<file path="config.mk">
export PLATFORM = sky130hd
export DESIGN_NAME = operandSelect
export DESIGN_NICKNAME = d
export VERILOG_FILES = /design/src/gprPkg.sv /design/src/operandSelect.sv
export SDC_FILE = /design/constraint.sdc
export NUM_CORES = 1
export LEC_CHECK = 0
export BUFFER_PORTS_ARGS = -buffer_cell sky130_fd_sc_hd__buf_4
export CAP_MARGIN = 10
export CORE_AREA = 2 2 386 388
export DETAILED_ROUTE_END_ITERATION = 8
export DIE_AREA = 0 0 388 390
export GPL_TIMING_DRIVEN = 0
export PLACE_DENSITY = 0.3
export SYNTH_ARGS = -nofsm -noshare
export SYNTH_HDL_FRONTEND = slang
export SYNTH_SLANG_ARGS = --single-unit
</file>
<file path="constraint.sdc">
create_clock -name vclk -period 2.2
set_input_delay 0.11 -clock vclk [all_inputs]
set_output_delay 0.11 -clock vclk [all_outputs]
set_load 0.01 [all_outputs]
</file>
<file path="src/gprPkg.sv">
package gprPkg;

	localparam int gprCount = 32;		// Architectural GPRs R0..R31
	localparam int dataWidth = 64;
	localparam int immWidth = 33;		// Decode immediate, bit 32 is sign
	localparam int laneCount = 3;		// Write-back lanes A, B, C
	localparam int stageCount = 3;		// EX1..EX3 can forward

	typedef logic [dataWidth-1:0] gprValueT;

	// Flag plus index view of a register ID
	typedef struct packed
	{
		logic isSpecial;		// Set for SP, DLR, DHR and pseudo-regs
		logic [4:0] gprIndex;	// GPR number when isSpecial clear
	} gprFieldT;

	// Same 6-bit ID word, decoded as fields or as a whole code
	typedef union packed
	{
		gprFieldT fields;
		logic [5:0] specialCode;
	} gprIdT;

	// Special codes, all with the top bit set
	localparam logic [5:0] GR_DLR = 6'h20;		// Low half of mul/div result
	localparam logic [5:0] GR_DHR = 6'h21;		// High half
	localparam logic [5:0] GR_SP = 6'h2F;		// Stack pointer
	localparam logic [5:0] GR_IMM = 6'h3E;		// Lane immediate operand
	localparam logic [5:0] GR_ZZR = 6'h3F;		// Reads zero, writes dropped

endpackage

</file>
<file path="src/operandSelect.sv">
`timescale 1ns/100ps

module operandSelect #(
	parameter bit noLane3 = 1'b0
) (
	input gprPkg::gprIdT srcId,
	input gprPkg::gprValueT bankVal,		// Newest bank copy for srcId
	input gprPkg::gprValueT sp,
	input gprPkg::gprValueT dlr,
	input gprPkg::gprValueT dhr,
	input logic [gprPkg::immWidth-1:0] imm,
	input gprPkg::gprIdT dstIdA1,
	input gprPkg::gprValueT dstValA1,
	input gprPkg::gprIdT dstIdB1,
	input gprPkg::gprValueT dstValB1,
	input gprPkg::gprIdT dstIdC1,
	input gprPkg::gprValueT dstValC1,
	input gprPkg::gprIdT dstIdA2,
	input gprPkg::gprValueT dstValA2,
	input gprPkg::gprIdT dstIdB2,
	input gprPkg::gprValueT dstValB2,
	input gprPkg::gprIdT dstIdC2,
	input gprPkg::gprValueT dstValC2,
	input gprPkg::gprIdT dstIdA3,
	input gprPkg::gprValueT dstValA3,
	input gprPkg::gprIdT dstIdB3,
	input gprPkg::gprValueT dstValB3,
	input gprPkg::gprIdT dstIdC3,
	input gprPkg::gprValueT dstValC3,
	output gprPkg::gprValueT srcVal
);
	import gprPkg::*;

	// In-flight destinations, [stage][lane], stage 0 is EX1
	gprIdT dstId [stageCount][laneCount];
	gprValueT dstVal [stageCount][laneCount];
	gprValueT baseVal;
	gprValueT immExt;
	logic pseudoReg;		// IMM or ZZR, never forwarded

	assign dstId[0][0] = dstIdA1;
	assign dstId[0][1] = dstIdB1;
	assign dstId[0][2] = dstIdC1;
	assign dstId[1][0] = dstIdA2;
	assign dstId[1][1] = dstIdB2;
	assign dstId[1][2] = dstIdC2;
	assign dstId[2][0] = dstIdA3;
	assign dstId[2][1] = dstIdB3;
	assign dstId[2][2] = dstIdC3;
	assign dstVal[0][0] = dstValA1;
	assign dstVal[0][1] = dstValB1;
	assign dstVal[0][2] = dstValC1;
	assign dstVal[1][0] = dstValA2;
	assign dstVal[1][1] = dstValB2;
	assign dstVal[1][2] = dstValC2;
	assign dstVal[2][0] = dstValA3;
	assign dstVal[2][1] = dstValB3;
	assign dstVal[2][2] = dstValC3;

	assign immExt = {{(dataWidth-immWidth){imm[immWidth-1]}}, imm};	// 33 -> 64 sign-ext

	// Base value before forwarding
	always_comb
	begin
		pseudoReg = 1'b0;
		if (!srcId.fields.isSpecial)
			baseVal = bankVal;
		else
		begin
			case (srcId.specialCode)
				GR_SP: baseVal = sp;
				GR_DLR: baseVal = dlr;
				GR_DHR: baseVal = dhr;
				GR_IMM:
				begin
					baseVal = immExt;
					pseudoReg = 1'b1;
				end
				GR_ZZR:
				begin
					baseVal = '0;
					pseudoReg = 1'b1;
				end
				default: baseVal = '0;		// Unmapped codes read zero
			endcase
		end
	end

	// Forwarding, walked oldest to youngest so EX1 lane A lands last
	always_comb
	begin
		srcVal = baseVal;
		if (!pseudoReg)
		begin
			for (int s = stageCount-1; s >= 0; s--)
			begin
				for (int l = laneCount-1; l >= 0; l--)
				begin
					if ((dstId[s][l] == srcId) && !(noLane3 && (l == laneCount-1)))
						srcVal = dstVal[s][l];
				end
			end
		end
	end

endmodule

</file>
==> results.yml, run 1 <==
status:
  status: "finished, violations left"
  violations: "negative setup slack"
yosys:
  yosysSeqAreaShare: 0
  yosysWarningCount: 0
  yosysTopAreaCell: "a21oi_1"
  synth_nets: 2176
  syn_avg_cell_area_um2: 6.524
  syn_inst: 1251
  synth_top_cell_area_share: 0.07665
  netlist_area_um2: 8162
  synth.distinct_cells: 67
  synth_area_leaders: "a21oi_1 7.7%, mux2_2 6.3%, o221ai_1 5.9%"
critical_path:
  critPathMaxFanout: 10
  max_stage_delay_ps: 390
  crit_top_cell: "buf_4"
  worst_setup_path_start_kind: "input pin"
  critPathTopFamily: "compound AO/OA/AOI/OAI gates"
  required_ps: 2090
  cp-end-kind: "output port"
  crit_start: "srcId[5]"
  worstSetupPathType: "in -> out"
  slowest_stage: "nor4_4"
  cp_num_buf_inv: 5
  crit_chain: "buf_12 -> buf_16 -> xor2_4 -> nor4_4 -> and2_4 -> buf_8 -> buf_4 -> a22oi_1 -> o211ai_1 -> o2111ai_2 -> a22oi_2 -> buf_4"
  critPathArrivalTime_ps: 2770
hold_path:
  hold_class: "in -> out"
  worstHoldStart: "imm[28]"
timing:
  drv_slew: 0
  setup_viol: 64
  rsz0062_at_grt: "true"
  post-route-period-util: 1.310
  finalCriticalPeriod_ps: 2881
  worstMarginPinSlew_ps: 951.4
  final_hold_viol_count: 0
  fmaxAchievable_mhz: 347.1
  fin_ws_ps: -681.3
  max-slew-margin-rel: 0.3657
route:
  vias_per_cell: 4.053
  wl_per_cell_um: 40.62
  drtIter0Drc: 1642
  vias: 17770
  ant_nets: 0
  drtPass1Iterations: 9
  wirelength_mm: 178.1
  drcViolationCount: 0
cells_and_area:
  utilization: 0.1640
  regArea_um2: 0
  nClkBuffers: 0
  num-nets-final: 3347
  fillCellCount: 16910
  drive_above_1_share: 0.6864
  area.growth.synth_to_final_pct: 195.7
  seq_cell_count: 0
placement:
  dp_slack_ps: -2544
  place.gp.congestion: 0.9301
  dpl.hpwl_mm: 156.2
  port_buffers: 986
grt:
  grt_pass1_vias: 17690
  grt_util_all_layers: 0.2193
  grt_start_max_net_pins: 11
  antenna_found_initial: 76
  grt_overflow: 0
  grt_pass1_wl_mm: 212.5
pwr:
  vdd_drop_max_mv: 0.05298
  power_per_cell_area_nw_per_um2: 215.1
  power_leakage_nw: 10.01
clock_network:
  ctsHoldBuffers: 0
floorplanning:
  dieWidth_um: 388
  num_rows: 141
  die_h_um: 390
  num_io_pins: 989
  start_util: 0.05547
  coreArea_um2: 147100
  die_area_um2: 151300
job:
  cap_violations: 0
-- layout by cell type, fill, tap and decap left out, types with 13 or more instances in the layout --
| cell type | instances |
|---|---|
| nor2_4 | 26 |
| nand3_1 | 20 |
| mux2i_1 | 13 |
| xor2_2 | 13 |
| buf_6 | 94 |
| o21ai_0 | 55 |
| clkbuf_4 | 13 |
| xnor2_1 | 16 |
| a21oi_2 | 15 |
| buf_8 | 31 |
| a21oi_1 | 103 |
| o21ai_1 | 30 |
| o31ai_4 | 14 |
| o221ai_1 | 23 |
| diode_2 | 34 |
| xor2_1 | 14 |
| o22ai_1 | 21 |
| buf_12 | 63 |
| a21o_1 | 19 |
| a31oi_1 | 13 |
| a221o_1 | 13 |
| a22oi_1 | 47 |
| nand2_1 | 70 |
| a221oi_1 | 20 |
| nor2_2 | 13 |
| a222oi_1 | 46 |
| buf_4 | 1059 |
| o211ai_1 | 47 |
| nor2_1 | 65 |
| mux2_2 | 36 |
| o221ai_4 | 20 |
| nor3_1 | 31 |
| clkbuf_2 | 18 |
| clkbuf_16 | 13 |
| o21a_1 | 15 |
-- worst paths after layout --
check	cells past startpoint	end
max	12	srcVal[4]
min	4	srcVal[28]
-- power by group --
part | switching (W) | internal (W) | total (W)
Combinational | 0.00261 | 0.00259 | 0.00519
Sequential | 0 | 0 | 0
Clock | 0 | 0.00000000194 | 0.00000000194
Total | 0.00261 | 0.00259 | 0.00519
-- cells in the mapped netlist, types with 7 or more instances --
cell	count
a21oi_1	125
nor2_1	101
o21ai_0	82
nand2_1	80
buf_2	64
clkbuf_1	62
a22oi_1	58
o221ai_1	55
o211ai_1	47
a222oi_1	46
mux2_2	46
a221oi_1	39
nor3_1	39
xor2_1	34
nand3_1	28
o31ai_1	27
o22ai_1	25
a31oi_1	22
o21a_1	21
a21o_1	20
xnor2_1	20
mux2i_1	18
or3_1	16
o21ai_1	14
a221o_1	13
a31o_1	13
buf_1	13
a211o_1	11
buf_4	10
and3_1	9
o2111ai_1	9
a2111oi_0	8
and2_1	7
-- area by class of cell --
class / instances / area [µm²] / area share
buffer: 141 / 1892 / 0.07839
antenna: 34 / 85.08 / 0.003526
tap: 1930 / 2415 / 0.1001
multi-input combinational: 1096 / 9898 / 0.4102
inverter: 3 / 11.26 / 0.0004666
timing repair buffer: 1180 / 9832 / 0.4074
-- per-stage QoR --
step	hold WS (ps)	total power [W]	std cells	setup TNS, ps	instance area [µm²]
after floorplan	366.1	0.001154	1251	0	8162
after global placement	550.1	0.004137	4167	-148700	17980
after detailed placement	563.1	0.004149	4182	-131150	18180
after CTS	563.2	0.004887	4286	-28580	22300
after global routing	576.1	0.005350	4370	-29740	24100
final	563.4	0.005191	4384	-26240	24130
-- worst min-delay path, cell delays in order --
cell and delay (ps):
buf_4 80, nand2_1 50, o21ai_1 80, buf_4 140
-- cell families (layout without fill, tap and decap cells) --
kind of cell	count (synthesis)	after routing	share of synthesized area
compound gates	669	669	0.5862
simple gates	308	309	0.1804
buf+inv	156	1324	0.08984
mux	64	64	0.08554
xor+xnor	54	54	0.05795
other cells	0	34	0
-- layer usage --
metal / wire length (µm) / GRT usage / up-vias
li1: - / - / 7513
met5: 372 / 0 / -
met4: 3438 / 0.04768 / 58
met3: 13760 / 0.05216 / 165
met2: 86930 / 0.3798 / 1050
met1: 73580 / 0.2737 / 8981
-- timing repair --
item	in CTS	in global routing
cloned	4	7
endpoints found under the setup margin	64	64
buffers inserted	106	68
pin swaps	160	151
resized for setup	730	247
(Power assumes the default switching activity.)
==> run 2: changes to the inputs <==
Settings changed: CORE_AREA 2 2 386 388 to 3 3 387 389, DIE_AREA 0 0 388 390 to 0 0 390 392.
==> run 2 against run 1 <==
First-iteration DRC count is 3.9% higher. Total power fell by 0.45%. Fmax decreased by 12%. Setup slack got worse by 390 ps. Combinational power hardly changed. Wire length increased by 0.32%. Design area is 0.79% higher. Final cell count rose by 0.46%. Flip-flop and latch count stayed put. Critical endpoint is now srcVal[59]. Global-route usage down 0.26 points. The run still ends with negative setup slack left. Die area up 1.0%.
==> results.yml, run 2 (synthesis results as in run 1) <==
grt:
  grt_pass1_vias: 17680
  grt_overflow: 0
  grt_pass1_wl_mm: 212.1
  antenna_found_initial: 88
  grt_util_all_layers: 0.2167
  grt_start_max_net_pins: 11
pwr:
  power_leakage_nw: 10.10
  power_per_cell_area_nw_per_um2: 212.5
  p_total_w: 0.005168
  vdd_drop_max_mv: 0.05333
hold_path:
  hold_end: "srcVal[28]"
  worstHoldStart: "imm[28]"
  worstHoldPathCells: 4
  hold_class: "in -> out"
floorplanning:
  dieWidth_um: 390
  num_io_pins: 989
  num_rows: 141
  die_area_um2: 152900
  coreArea_um2: 147100
  start_util: 0.05547
  die_h_um: 392
cells_and_area:
  num-nets-final: 3371
  final_cell_mix: "1056 x buf_4, 120 x buf_6, 105 x a21oi_1, 71 x nor2_1"
  seq_cell_count: 0
  nClkBuffers: 0
  utilization: 0.1653
  final_common_cell: "buf_4"
  final_area_um2: 24320
  regArea_um2: 0
  area.growth.synth_to_final_pct: 198.0
  drive_above_1_share: 0.6919
route:
  wirelength_mm: 178.6
  drcViolationCount: 0
  wl_per_cell_um: 40.56
  ant_nets: 0
  vias_per_cell: 4.051
  drtIter0Drc: 1706
  vias: 17840
  drtPass1Iterations: 8
critical_path:
  critPathTopFamily: "compound AO/OA/AOI/OAI gates"
  cp_num_buf_inv: 5
  required_ps: 2090
  worst_setup_path_start_kind: "input pin"
  worstSetupPathType: "in -> out"
  critPathMaxFanout: 4
  critPathArrivalTime_ps: 3160
  max_stage_delay_ps: 1190
  slowest_stage: "a222oi_1"
  cp-end-kind: "output port"
  crit_chain: "buf_12 -> buf_12 -> buf_16 -> buf_16 -> mux2_4 -> a222oi_1 -> a21oi_2 -> a2111oi_4 -> o32ai_4 -> buf_6"
timing:
  holdWs_ps: 558.9
  max-slew-margin-rel: 0.02143
  final_hold_viol_count: 0
  fin_setup_tns_ps: -40180
  rsz0062_at_grt: "true"
  setup_viol: 64
  finalCriticalPeriod_ps: 3268
  post-route-period-util: 1.486
  fin_ws_ps: -1068
  drv_slew: 0
  worstMarginPinSlew_ps: 1468
  fmaxAchievable_mhz: 306.0
placement:
  dpl.hpwl_mm: 155.5
  place.gp.congestion: 0.9548
  port_buffers: 986
  dpl-instance-area_um2: 18180
status:
  status: "finished, violations left"
  violations: "negative setup slack"
job:
  cap_violations: 0
-- run 2: how the worst max path moves through the flow --
| stage | to | slack, ps | from | cells after the start |
|---|---|---|---|---|
| after floorplan | srcVal[53] | 3 | srcId[0] | 11 |
| after global placement | srcVal[59] | -3170 | srcId[0] | 10 |
| after detailed placement | srcVal[59] | -3180 | srcId[0] | 10 |
| after CTS | srcVal[59] | -1040 | srcId[0] | 10 |
| after global routing | srcVal[62] | -1040 | srcId[0] | 12 |
| final | srcVal[59] | -1070 | srcId[0] | 10 |
-- run 2: tightest hold or removal path, stage by stage --
cell     delay (ps)
buf_4            70
nand2_1          50
o21ai_1          70
buf_4           140
-- run 2: stage by stage --
stage          std cells  worst slack, ps
2_1_floorplan       1251            2.612
3_3_place_gp        4167            -3171
3_5_place_dp        4184            -3177
4_1_cts             4304            -1037
5_1_grt             4386            -1040
6_report            4404            -1068
-- run 2: final cells by class --
class,count,area (µm²)
diodes,30,75.07
fillers,16850,122800
multi-input cells,1096,9907
plain buffers,142,1852
repair buffers,1203,10060
inverters,3,13.76
well taps,1930,2415
-- run 2: where the power goes --
| group | switching, W | total, W | internal [W] |
|---|---|---|---|
| logic | 0.00260 | 0.00517 | 0.00257 |
| registers | 0 | 0 | 0 |
| clock network | 0 | 0.00000000150 | 0.00000000150 |
| total | 0.00260 | 0.00517 | 0.00257 |
-- run 2: metal layers --
| metal | part of all wire | global-route usage | routed length [µm] | vias to the layer above |
|---|---|---|---|---|
| met5 | 0.0019 | 0 | 336 | - |
| met4 | 0.025 | 0.03700 | 4393 | 54 |
| met3 | 0.077 | 0.05362 | 13720 | 190 |
| met2 | 0.49 | 0.3841 | 87520 | 1018 |
| met1 | 0.41 | 0.2664 | 72680 | 9018 |
| li1 | - | - | - | 7562 |
-- run 2: what timing repair did --
| item | 4_1_cts | 5_1_grt |
|---|---|---|
| cloned | 4 | 8 |
| pin swaps | 189 | 173 |
| hold buffers | 0 | 0 |
| resized for setup | 690 | 310 |
| buffers inserted | 121 | 78 |
| setup endpoints to repair | 64 | 64 |
